`src/logic/fetch_pkg.sv`:
```
package fetch_pkg;

    localparam int xlen = 32;
    localparam logic [xlen-1:0] reset_pc = 32'h8000_0000;

    // flow control
    localparam int mem_credits = 4;
    localparam int queue_depth = 4;
    localparam int dec_credits = 2;
    localparam int cnt_w = 3;  // counters span 0..4
    localparam int qptr_w = $clog2(queue_depth);

    // tag layout, epoch on top of the sequence number
    localparam int tag_w = 4;
    localparam int seq_w = 3;
    localparam int epoch_bit = 3;

    localparam logic [6:0] opc_jal = 7'b1101111;

    // one fetched word, read as base format or as J-type
    typedef union packed {
        struct packed {
            logic [6:0] funct7;
            logic [4:0] rs2;
            logic [4:0] rs1;
            logic [2:0] funct3;
            logic [4:0] rd;
            logic [6:0] opcode;
        } base;
        struct packed {
            logic       imm20;
            logic [9:0] imm10_1;
            logic       imm11;
            logic [7:0] imm19_12;
            logic [4:0] rd;
            logic [6:0] opcode;
        } j;
    } instr_u;

endpackage
```
`src/logic/fetch_unit.sv`:
```
`timescale 1ns/1ps

module fetch_unit (
    input  logic                         clk,
    input  logic                         rst_n,
    // instruction memory
    output logic                         req_valid,
    output logic [fetch_pkg::xlen-1:0]   req_addr,
    output logic [fetch_pkg::tag_w-1:0]  req_tag,
    input  logic                         resp_valid,
    input  logic [fetch_pkg::tag_w-1:0]  resp_tag,
    input  logic [fetch_pkg::xlen-1:0]   resp_data,
    // decode
    output logic                         out_valid,
    output logic [fetch_pkg::xlen-1:0]   out_pc,
    output logic [fetch_pkg::xlen-1:0]   out_instr,
    input  logic                         out_credit,
    // execute redirect
    input  logic                         redirect_valid,
    input  logic [fetch_pkg::xlen-1:0]   redirect_pc
);
    import fetch_pkg::*;

    logic [xlen-1:0]  fetch_pc;
    logic             epoch;
    logic             issue;
    logic             flush;
    logic [xlen-1:0]  new_pc;
    logic             wr_valid;
    logic [xlen-1:0]  wr_pc;
    logic [xlen-1:0]  wr_instr;
    logic [cnt_w-1:0] occupancy;
    logic             jal_hit;
    logic [xlen-1:0]  jal_target;

    // execute redirect wins over a jal in the same cycle
    assign flush  = redirect_valid || jal_hit;
    assign new_pc = redirect_valid ? redirect_pc : jal_target;

    pc_gen i_pc_gen (
        .clk      (clk),
        .rst_n    (rst_n),
        .issue    (issue),
        .flush    (flush),
        .new_pc   (new_pc),
        .fetch_pc (fetch_pc),
        .epoch    (epoch)
    );

    fetch_req i_fetch_req (
        .clk        (clk),
        .rst_n      (rst_n),
        .fetch_pc   (fetch_pc),
        .epoch      (epoch),
        .flush      (flush),
        .occupancy  (occupancy),
        .resp_valid (resp_valid),
        .resp_tag   (resp_tag),
        .resp_data  (resp_data),
        .req_valid  (req_valid),
        .req_addr   (req_addr),
        .req_tag    (req_tag),
        .issue      (issue),
        .wr_valid   (wr_valid),
        .wr_pc      (wr_pc),
        .wr_instr   (wr_instr)
    );

    fetch_queue i_fetch_queue (
        .clk        (clk),
        .rst_n      (rst_n),
        .flush      (flush),
        .wr_valid   (wr_valid),
        .wr_pc      (wr_pc),
        .wr_instr   (wr_instr),
        .out_credit (out_credit),
        .occupancy  (occupancy),
        .head_pc    (),  // head view not needed at this level
        .head_instr (),
        .out_valid  (out_valid),
        .out_pc     (out_pc),
        .out_instr  (out_instr)
    );

    predecode i_predecode (
        .out_valid  (out_valid),
        .out_pc     (out_pc),
        .out_instr  (out_instr),
        .jal_hit    (jal_hit),
        .jal_target (jal_target)
    );

endmodule

```
`src/logic/predecode.sv`:
```
`timescale 1ns/1ps

module predecode (
    input  logic                       out_valid,
    input  logic [fetch_pkg::xlen-1:0] out_pc,
    input  logic [fetch_pkg::xlen-1:0] out_instr,
    output logic                       jal_hit,
    output logic [fetch_pkg::xlen-1:0] jal_target
);
    import fetch_pkg::*;

    instr_u          word;
    logic [xlen-1:0] j_imm;

    assign word = instr_u'(out_instr);

    assign jal_hit = out_valid && (word.base.opcode == opc_jal);

    // imm[20|10:1|11|19:12], bit 0 is always zero
    assign j_imm = {{11{word.j.imm20}},
                    word.j.imm20,
                    word.j.imm19_12,
                    word.j.imm11,
                    word.j.imm10_1,
                    1'b0};

    assign jal_target = out_pc + j_imm;

endmodule

```
`src/logic/fetch_queue.sv`:
```
`timescale 1ns/1ps

module fetch_queue (
    input  logic                         clk,
    input  logic                         rst_n,
    input  logic                         flush,
    input  logic                         wr_valid,
    input  logic [fetch_pkg::xlen-1:0]   wr_pc,
    input  logic [fetch_pkg::xlen-1:0]   wr_instr,
    input  logic                         out_credit,
    output logic [fetch_pkg::cnt_w-1:0]  occupancy,
    output logic [fetch_pkg::xlen-1:0]   head_pc,
    output logic [fetch_pkg::xlen-1:0]   head_instr,
    output logic                         out_valid,
    output logic [fetch_pkg::xlen-1:0]   out_pc,
    output logic [fetch_pkg::xlen-1:0]   out_instr
);
    import fetch_pkg::*;

    logic [xlen-1:0]   pc_mem    [queue_depth];
    logic [xlen-1:0]   instr_mem [queue_depth];
    logic [qptr_w-1:0] wr_ptr;
    logic [qptr_w-1:0] rd_ptr;
    logic [cnt_w-1:0]  dec_cnt;
    logic              push;
    logic              pop;

    // slots were reserved at issue, so a push never finds the queue full
    assign push = wr_valid && !flush;
    assign pop  = (occupancy != '0) && (dec_cnt != '0) && !flush;

    assign head_pc    = pc_mem[rd_ptr];
    assign head_instr = instr_mem[rd_ptr];

    always_ff @(posedge clk or negedge rst_n) begin
        if (!rst_n) begin
            wr_ptr    <= '0;
            rd_ptr    <= '0;
            occupancy <= '0;
        end else if (flush) begin
            wr_ptr    <= '0;
            rd_ptr    <= '0;
            occupancy <= '0;
        end else begin
            if (push) begin
                wr_ptr <= wr_ptr + qptr_w'(1);
            end
            if (pop) begin
                rd_ptr <= rd_ptr + qptr_w'(1);
            end
            occupancy <= occupancy + cnt_w'(push) - cnt_w'(pop);
        end
    end

    always_ff @(posedge clk) begin
        if (push) begin
            pc_mem[wr_ptr]    <= wr_pc;
            instr_mem[wr_ptr] <= wr_instr;
        end
    end

    // decode credits survive a flush
    always_ff @(posedge clk or negedge rst_n) begin
        if (!rst_n) begin
            dec_cnt <= cnt_w'(dec_credits);
        end else begin
            dec_cnt <= dec_cnt - cnt_w'(pop) + cnt_w'(out_credit);
        end
    end

    // output stage, valid for exactly one cycle per pop
    always_ff @(posedge clk or negedge rst_n) begin
        if (!rst_n) begin
            out_valid <= 1'b0;
        end else begin
            out_valid <= pop;  // pop is already low on flush
        end
    end

    always_ff @(posedge clk) begin
        if (pop) begin
            out_pc    <= head_pc;
            out_instr <= head_instr;
        end
    end

endmodule

```
`src/logic/fetch_req.sv`:
```
`timescale 1ns/1ps

module fetch_req (
    input  logic                         clk,
    input  logic                         rst_n,
    input  logic [fetch_pkg::xlen-1:0]   fetch_pc,
    input  logic                         epoch,
    input  logic                         flush,
    input  logic [fetch_pkg::cnt_w-1:0]  occupancy,
    input  logic                         resp_valid,
    input  logic [fetch_pkg::tag_w-1:0]  resp_tag,
    input  logic [fetch_pkg::xlen-1:0]   resp_data,
    output logic                         req_valid,
    output logic [fetch_pkg::xlen-1:0]   req_addr,
    output logic [fetch_pkg::tag_w-1:0]  req_tag,
    output logic                         issue,
    output logic                         wr_valid,
    output logic [fetch_pkg::xlen-1:0]   wr_pc,
    output logic [fetch_pkg::xlen-1:0]   wr_instr
);
    import fetch_pkg::*;

    logic [cnt_w-1:0] credits;
    logic [cnt_w-1:0] in_flight;
    logic [cnt_w:0]   reserved;
    logic [seq_w-1:0] seq;
    logic [seq_w-1:0] resp_seq;

    // pc per sequence number, read back when the word returns
    logic [xlen-1:0] pc_table [2**seq_w];

    assign in_flight = cnt_w'(mem_credits) - credits;
    // every outstanding request holds a queue slot
    assign reserved = {1'b0, in_flight} + {1'b0, occupancy};

    assign issue = (credits != '0)
                && (reserved < (cnt_w + 1)'(queue_depth))
                && !flush;

    always_ff @(posedge clk or negedge rst_n) begin
        if (!rst_n) begin
            credits <= cnt_w'(mem_credits);
        end else begin
            case ({issue, resp_valid})
                2'b10:   credits <= credits - cnt_w'(1);
                2'b01:   credits <= credits + cnt_w'(1);
                default: credits <= credits;  // none, or one out and one back
            endcase
        end
    end

    always_ff @(posedge clk or negedge rst_n) begin
        if (!rst_n) begin
            req_valid <= 1'b0;
            seq       <= '0;
        end else begin
            req_valid <= issue;  // one pulse per issue
            if (issue) begin
                seq <= seq + seq_w'(1);
            end
        end
    end

    always_ff @(posedge clk) begin
        if (issue) begin
            req_addr       <= fetch_pc;
            req_tag        <= {epoch, seq};
            pc_table[seq]  <= fetch_pc;
        end
    end

    // responses come back in order, only the epoch bit matters
    assign resp_seq = resp_tag[seq_w-1:0];
    assign wr_valid = resp_valid && (resp_tag[epoch_bit] == epoch);
    assign wr_pc    = pc_table[resp_seq];
    assign wr_instr = resp_data;

endmodule

```
`src/logic/pc_gen.sv`:
```
`timescale 1ns/1ps

module pc_gen (
    input  logic                       clk,
    input  logic                       rst_n,
    input  logic                       issue,   // request leaves this cycle
    input  logic                       flush,
    input  logic [fetch_pkg::xlen-1:0] new_pc,
    output logic [fetch_pkg::xlen-1:0] fetch_pc,
    output logic                       epoch
);
    import fetch_pkg::*;

    logic [xlen-1:0] seq_pc;

    assign seq_pc = fetch_pc + xlen'(4);

    // redirect beats sequential advance
    always_ff @(posedge clk or negedge rst_n) begin
        if (!rst_n) begin
            fetch_pc <= reset_pc;
        end else if (flush) begin
            fetch_pc <= new_pc;
        end else if (issue) begin
            fetch_pc <= seq_pc;
        end
    end

    // every flush opens a new epoch
    always_ff @(posedge clk or negedge rst_n) begin
        if (!rst_n) begin
            epoch <= 1'b0;
        end else if (flush) begin
            epoch <= ~epoch;
        end
    end

endmodule

```
`config.mk`:
```
export PLATFORM = sky130hd
export DESIGN_NAME = fetch_unit
export DESIGN_NICKNAME = d
export VERILOG_FILES = /design/src/logic/fetch_pkg.sv /design/src/logic/fetch_unit.sv /design/src/logic/predecode.sv /design/src/logic/fetch_queue.sv /design/src/logic/fetch_req.sv /design/src/logic/pc_gen.sv
export SDC_FILE = /design/constraint.sdc
export NUM_CORES = 1
export LEC_CHECK = 0
export ABC_AREA = 0
export BUFFER_PORTS_ARGS = -buffer_cell sky130_fd_sc_hd__buf_2
export CAP_MARGIN = 15
export CELL_PAD_IN_SITES_DETAIL_PLACEMENT = 2
export CELL_PAD_IN_SITES_GLOBAL_PLACEMENT = 2
export CORE_ASPECT_RATIO = 1.5
export CORE_UTILIZATION = 25
export DETAILED_ROUTE_END_ITERATION = 12
export PLACE_DENSITY = 0.56
export SKIP_CTS_REPAIR_TIMING = 1
export SLEW_MARGIN = 20
export SYNTH_ARGS = -nofsm -noshare
export SYNTH_HDL_FRONTEND = slang
export SYNTH_SLANG_ARGS = --single-unit
```
`constraint.sdc`:
```
create_clock -name clk -period 8.15 [get_ports clk]
set_input_delay 1.2225 -clock clk [delete_from_list [all_inputs] [get_ports clk]]
set_output_delay 1.2225 -clock clk [all_outputs]
set_load 0.03 [all_outputs]
```
==> key figures, run 1 <==
Clocking
  – Longest Clk Path Bufs: 3
  – H-tree Lvls: 2
  – CTS Buf Count: 60
  – Clock Sinks: 663
  – Root buf cell: clkbuf_16
  – Clock-pin slew on the worst setup and hold paths: 0.07 ns
  – Clock latency on the worst-skew pair: 0.65 ns
  – CTS tree: yes

Detailed routing
  – Remaining DRCs: 0
  – Wire per inst: 25.92 um
  – Vias: 13760
  – Initial DRC Count: 677
  – ANT nets after route: 0
  – Vias/cell: 4.493
  – DR pass1 iterations: 4
  – DRT Wirelength: 79370 um

STA
  – # setup viols final: 0
  – RSZ-0062 raised after global routing: no
  – Final Hold Fails: 0
  – Peak Freq: 193.2 MHz
  – Fin crit period: 5.175 ns
  – Setup TNS: 0 ns
  – Slew headroom: 0.3061
  – Slew Viols, Final: 0
  – Worst slew pin tran: 1.041 ns
  – Clock Skew: 0.03047 ns
  – Tcrit/Tclk final: 0.6350

Logic synthesis
  – Ys Warns: 0
  – EDFF count, synth: 612
  – Yosys reg bits: 663
  – Cells after synthesis: 1400
  – Post-synth top flop: edfxtp_1
  – Post-synthesis sequential area ratio: 0.7406
  – Async S/R FF share, synth: 0.07692
  – Syn Area/Cell: 18.96 um2
  – Mapped Area: 0.02654 mm2
  – Count of cell types in the netlist: 69
  – Syn Nets: 1522

Floorplanning
  – Placeable Area: 0.1054 mm2
  – Top Ports: 175
  – Die ar.: 0.1075 mm2
  – Core Rows: 146
  – Die X: 268.1 um
  – Die height: 401.1 um
  – Initial core utilization: 0.2518

Global routing
  – Total grt overflow: 0
  – Number of global-route vias before repair: 15330
  – GR Util All Layers: 0.1488
  – Global-route wire length before repair: 114500 um
  – Initial antenna violation count: 5
  – Largest net degree at the start of global routing: 65

Hold path
  – Hold/Removal Path Class: flip-flop to flip-flop

Placed design
  – IO Port Bufs: 174
  – Post-DP HPWL: 54030 um
  – GP Congestion: 0.7550

Power and ir drop
  – Pwr Density: 337.7 mW/mm2
  – Maximum VDD drop: 0.1593 mV
  – Leak pwr: 10.25 nW

Finish
  – Most frequent cells in the layout: 612 x edfxtp_1, 173 x buf_2, 128 x mux4_2, 71 x nand2_1, 62 x clkbuf_16
  – Commonest non-fill, non-tap cell in the layout: edfxtp_1
  – Layout Utilization: 0.2957
  – Final nets: 1726
  – Layout cells sized above 1: 0.2893
  – Diode count: 0
  – Syn-to-layout area delta: 17.44%

Worst setup path
  – Crit Path Class: flip-flop to flip-flop
  – CP max FO: 41
  – Crit path required time: 8.43 ns
  – WP data arrival: 5.46 ns
  – CP Capture Type: flip-flop
  – Startpoint types: flip-flop

Run status
  – Status: finished clean

Flow run
  – Total of max-cap violations: 0
[state kept, by name, indices dropped and copies added, names as in the netlist]
name and cells:
i_fetch_req.pc_table 256, i_fetch_queue.instr_mem 128, i_fetch_queue.pc_mem 128, i_fetch_queue.out_instr 32
i_fetch_queue.out_pc 32, i_fetch_req.req_addr 32, i_pc_gen.fetch_pc 32, i_fetch_req.req_tag 4
i_fetch_queue.dec_cnt 3, i_fetch_queue.occupancy 3, i_fetch_req.credits 3, i_fetch_req.seq 3
i_fetch_queue.rd_ptr 2, i_fetch_queue.wr_ptr 2, i_fetch_queue.out_valid 1, i_fetch_req.req_valid 1
i_pc_gen.epoch 1
[cell usage after synthesis, types with 3 or more instances]
| cell type | count | area share |
|---|---|---|
| nand3_1 | 16 | 0.0030 |
| dfrtp_1 | 48 | 0.045 |
| a21o_1 | 8 | 0.0023 |
| nor3b_1 | 5 | 0.0014 |
| o21bai_1 | 4 | 0.0011 |
| a31oi_1 | 6 | 0.0014 |
| ha_1 | 45 | 0.021 |
| dfstp_2 | 3 | 0.0030 |
| xor2_1 | 21 | 0.0069 |
| clkbuf_1 | 27 | 0.0038 |
| or3_1 | 7 | 0.0016 |
| mux2_2 | 33 | 0.014 |
| inv_1 | 30 | 0.0042 |
| o211ai_1 | 6 | 0.0017 |
| o22ai_1 | 6 | 0.0014 |
| a21oi_1 | 59 | 0.011 |
| and3_1 | 7 | 0.0016 |
| fa_1 | 4 | 0.0030 |
| and2_1 | 8 | 0.0019 |
| mux2i_1 | 7 | 0.0026 |
| nand2_1 | 71 | 0.010 |
| edfxtp_1 | 612 | 0.69 |
| nor2b_1 | 3 | 0.00071 |
| nand4_1 | 9 | 0.0021 |
| xnor2_1 | 33 | 0.011 |
| o21ai_0 | 37 | 0.0070 |
| nor2_1 | 47 | 0.0066 |
| a211oi_1 | 13 | 0.0037 |
| o21a_1 | 6 | 0.0017 |
| o31ai_1 | 3 | 0.00085 |
| clkbuf_8 | 3 | 0.0016 |
| mux4_2 | 128 | 0.11 |
| nor3_1 | 22 | 0.0041 |
| buf_1 | 20 | 0.0028 |
[layer usage]
metal,part of all wire,global-route usage,wire length [um],vias to the layer above
met5,0.00016,0,13,-
met4,0.019,0.03669,1527,2
met3,0.036,0.02036,2850,79
met2,0.54,0.2765,43240,255
met1,0.40,0.1777,31730,7369
li1,-,-,-,6053
[cell families (layout without fill, tap and decap cells)]
group,count (synthesis),count (layout),share of synthesized area
compound gates,175,175,0.04148
xor+xnor,54,54,0.01782
fa+ha+maj,49,49,0.02423
buf+inv,84,340,0.01348
flops,663,663,0.7406
mux,168,168,0.1252
simple gates,207,207,0.03719
[final timing paths]
path | slack [ns] | startpoint | to | depth (start not counted)
max | 2.97 | i_fetch_req.credits[0] | i_fetch_req.pc_table[3][6] | 12
min | 0.53 | i_fetch_req.credits[2] | i_fetch_req.credits[2] | 2
max reg2reg | 2.97 | i_fetch_req.credits[0] | i_fetch_req.pc_table[3][6] | 12
min reg2reg | 0.53 | i_fetch_req.credits[2] | i_fetch_req.credits[2] | 2
max in group asynchronous | 6.75 | rst_n | i_fetch_queue.rd_ptr[0] | 2
min in group asynchronous | 0.73 | rst_n | i_fetch_queue.out_valid | 2
[per-stage QoR]
stage	setup WS [ns]	hold WS [ns]	power (mW)	instances	area, um2
2_1_floorplan	2.068	0.4231	6.587	1400	26550
3_3_place_gp	3.037	0.5157	7.690	2948	29170
3_5_place_dp	2.768	0.5170	7.778	2948	29170
4_1_cts	2.804	0.5327	10.75	3062	31170
5_1_grt	2.553	0.5429	11.03	3062	31170
6_report	2.975	0.5280	10.53	3062	31170
[area by class of cell]
class	count	area [um2]
timing repair buffer	195	1035
sequential	663	19670
inverter	31	116.4
clock inverter	41	402.9
multi-input combinational	653	6601
fill	10790	74230
clock buffer	73	1593
tap	1406	1759
[critical path: stages, from the launching register on]
cell	delay (ns)
dfrtp_1	0.45
inv_1	0.08
ha_1	0.20
ha_1	0.27
inv_1	0.04
ha_1	0.28
nor4_2	0.30
and2_1	0.45
nand2_1	0.33
inv_2	0.81
nand2_1	0.37
nor3b_2	0.65
buf_4	0.54
[where the power goes]
group          leakage, nW  total, mW  switching, mW  internal, mW
sequential            6.17       4.90          0.464          4.44
combinational         3.10       2.70           1.78         0.919
clock                0.973       2.93           1.31          1.62
Power figures use the tool's default switching activity.
==> inputs of run 2 (changes only) <==
ABC_AREA = 1   (was 0)
PLACE_DENSITY = 0.59   (was 0.56)
clock period = 5.1 ns   (was 8.15 ns; I/O delays follow)
==> run 2 against run 1 <==
Against the previous run: power up 88%; routed wire length up 26%; global-route usage up 2.8 points; clock skew up 0.0075 ns; setup slack worse by 1.5 ns; clock power up 71%; clock-buffer cell count up 13; hold slack worse by 0.30 ns; synthesized cell count up 73%; via count up 41%; sequential share of layout area down 3.3 points; cell area up 5.5%.
==> key figures, run 2 <==
Power and ir drop
  – Maximum VDD drop: 0.2317 mV (+45%)
  – Leak pwr: 11.85 nW (+16%)
  – Pwr Density: 601.8 mW/mm2 (+78%)

Finish
  – Most flop-heavy register: i_fetch_req.pc_table
  – Most frequent cells in the layout: 612 x edfxtp_1, 489 x nor2_1, 307 x nand2_1, 282 x o21ai_0, 172 x buf_2
  – Layout cells sized above 1: 0.1327 (-0.1566)
  – Final nets: 2718 (+57%)
  – Layout Utilization: 0.2955 (about the same)
  – Largest regs: i_fetch_req.pc_table: 256 flops, i_fetch_queue.instr_mem: 128 flops, i_fetch_queue.pc_mem: 128 flops
  – Filler cell count: 11950 (+11%)
  – Commonest non-fill, non-tap cell in the layout: edfxtp_1
  – Syn-to-layout area delta: 17.25%
  – Number of flip-flops in the largest register: 256 (unchanged)

Global routing
  – Initial antenna violation count: 6 (+1)
  – Largest net degree at the start of global routing: 77 (+18%)
  – Global-route wire length before repair: 144300 um (+26%)
  – Number of global-route vias before repair: 21520 (+40%)
  – GR Util All Layers: 0.1764 (+0.02760)
  – Total grt overflow: 0 (unchanged)

Logic synthesis
  – Cells after synthesis: 2424 (+73%)
  – EDFF count, synth: 612 (unchanged)
  – Mapped Area: 0.02805 mm2 (+5.7%)
  – Syn Nets: 2546 (+67%)
  – Post-synthesis sequential area ratio: 0.7007 (-0.03987)
  – Most frequent cell after synthesis: edfxtp_1
  – Ys Warns: 0 (unchanged)
  – Async S/R FF share, synth: 0.07692 (unchanged)
  – Syn Area/Cell: 11.57 um2 (-39%)
  – Count of cell types in the netlist: 45 (-35%)
  – Most frequent cells after synthesis: 612 x edfxtp_1, 494 x nor2_1, 307 x nand2_1
  – Post-synth top flop: edfxtp_1
  – Post-synth top area cell: edfxtp_1
  – Top area cells in the synthesized netlist: edfxtp_1 66%, nor2_1 6.6%, o21ai_0 5.0%
  – Yosys reg bits: 663 (unchanged)
  – Top-area cell type share of the netlist area: 0.6551 (-0.03727)

Floorplanning
  – Die height: 412.3 um (+2.8%)
  – Top Ports: 175 (unchanged)
  – Die X: 275.5 um (+2.8%)
  – Placeable Area: 0.1113 mm2 (+5.6%)
  – Die ar.: 0.1136 mm2 (+5.7%)
  – Initial core utilization: 0.2521 (about the same)
  – Core Rows: 150 (+2.7%)

Placed design
  – Post-DP HPWL: 69120 um (+28%)
  – GP Congestion: 0.8248 (+9.2%)
  – IO Port Bufs: 174 (unchanged)
  – Place WS: 1.367 ns (-1.400 ns)

STA
  – RSZ-0062 raised after global routing: no
  – Worst slew pin tran: 1.037 ns (-0.004215 ns)
  – # setup viols final: 0 (unchanged)
  – Final Hold Fails: 0 (unchanged)
  – Clock Skew: 0.03796 ns (+0.007497 ns)
  – Fin crit period: 3.622 ns (-1.554 ns)
  – Peak Freq: 276.1 MHz (+43%)
  – Slew Viols, Final: 0 (unchanged)
  – Tcrit/Tclk final: 0.7102 (+0.07515)
  – Min Hold Slack: 0.2293 ns (-0.2987 ns)
  – Setup TNS: 0 ns (unchanged)
  – Slew headroom: 0.3089 (+0.002809)
  – Final worst slack: 1.478 ns (-1.496 ns)

Worst setup path
  – Number of cells on the critical path: 12 (unchanged)
  – Worst reg2reg endpoint: i_pc_gen.fetch_pc[8]
  – CP Capture Type: flip-flop
  – Crit Path Class: flip-flop to flip-flop
  – Reg2Reg Setup Slack: 1.48 ns (-1.50 ns)
  – R2R cell count: 12 (unchanged)
  – WP data arrival: 4.14 ns (-1.32 ns)
  – CP startpoint: i_fetch_req.credits[0]
  – Critical path endpoint: i_pc_gen.fetch_pc[8]
  – Startpoint types: flip-flop
  – Max incr delay on CP: 0.64 ns (-0.17 ns)
  – CP max FO: 20 (-51%)
  – Buf/Inv on CP: 4 (unchanged)
  – Top cell family by delay on the critical path: simple AND/OR/NAND/NOR gates
  – Crit path required time: 5.62 ns (-2.81 ns)
  – Cell Chain, Critical Path: inv_1, ha_1, ha_1, inv_1, ha_1, nor2_1, nand3_1, nand2_1, buf_4, inv_1, a31oi_1, a22oi_1
  – CP max stage cell: nand2_1
  – RR Startpoint: i_fetch_req.credits[0]

Detailed routing
  – DR pass1 iterations: 5 (+1)
  – Vias: 19380 (+41%)
  – Initial DRC Count: 1128 (+67%)
  – DRT Wirelength: 100300 um (+26%)
  – ANT nets after route: 0 (unchanged)
  – Vias/cell: 4.736 (+5.4%)
  – Remaining DRCs: 0 (unchanged)
  – Wire per inst: 24.50 um (-5.5%)

Clocking
  – Clock-pin slew on the worst setup and hold paths: 0.07 ns (about the same)
  – Clock Sinks: 663 (unchanged)
  – Longest Clk Path Bufs: 3 (unchanged)
  – Root buf cell: clkbuf_16
  – H-tree Lvls: 3 (+1)
  – CTS tree: yes
  – Clock latency on the worst-skew pair: 0.66 ns (about the same)
  – CTS Buf Count: 69 (+15%)

Hold path
  – Hold/Removal Path Class: primary input to asynchronous set/reset pin

Flow run
  – Total of max-cap violations: 0 (unchanged)

Run status
  – Status: finished clean
run 2: worst register-to-register path: stages (launching register included):
cell and delay, ns:
dfrtp_1 0.45, inv_1 0.08, ha_1 0.21, ha_1 0.28, inv_1 0.04, ha_1 0.26
nor2_1 0.11, nand3_1 0.51, nand2_1 0.64, buf_4 0.35, inv_1 0.26, a31oi_1 0.23
a22oi_1 0.10
run 2: worst min-delay path by stage:
stage	start	to	slack, ns	cells past startpoint
after global placement	i_fetch_req.credits[2]	i_fetch_req.credits[2]	0.51	2
after global routing	rst_n	i_fetch_queue.dec_cnt[2]	0.28	1
final	rst_n	i_fetch_queue.dec_cnt[2]	0.23	1
after CTS	rst_n	i_pc_gen.fetch_pc[18]	0.25	1
after floorplan	i_pc_gen.epoch	i_pc_gen.epoch	0.46	1
after detailed placement	i_fetch_req.credits[2]	i_fetch_req.credits[2]	0.53	2
run 2: cell type report:
class	instances	area (um2)	area share
clock inverters	35	379.1	0.01153
flip-flops and latches	663	19660	0.5978
well taps	1444	1807	0.05493
multi-input cells	1497	7450	0.2265
repair buffers	208	1169	0.03553
clock buffers	86	1831	0.05565
inverters	157	590.6	0.01795
diodes	2	5.005	0.0001522
run 2: through the flow:
step                      total power [mW]  area, um2  cells
after floorplan                      11.89      28060   2424
final                                19.79      32890   4092
after global placement               14.82      30680   3969
after detailed placement             15.06      30680   3969
after global routing                 20.82      32890   4091
after CTS                            20.17      32890   4090
run 2: cell families (layout without fill, tap and decap cells):
family | Yosys count | after routing | share of synthesized area
AO/OA/AOI/OAI | 492 | 492 | 0.09616
buffers and inverters | 264 | 486 | 0.03688
flip-flops | 663 | 663 | 0.7007
AND/OR/NAND/NOR | 923 | 923 | 0.1330
adder cells (fa/ha/maj) | 49 | 49 | 0.02292
XOR/XNOR | 33 | 33 | 0.01030
other | 0 | 2 | 0
run 2: per-layer routing:
metal  track usage  routed length, um  vias to the layer above
met1        0.2046              40660                    10000
met3       0.02655               3776                      139
li1              -                  -                     8878
met5             0                 24                        -
met4       0.07897               3996                        4
met2        0.3167              51800                      353
run 2: report_power, final:
group | internal, mW | leakage, nW | total, mW | switching (mW)
clock | 2.82 | 1.06 | 5.02 | 2.19
sequential | 7.40 | 6.16 | 8.75 | 1.35
combinational | 1.57 | 4.63 | 6.02 | 4.46
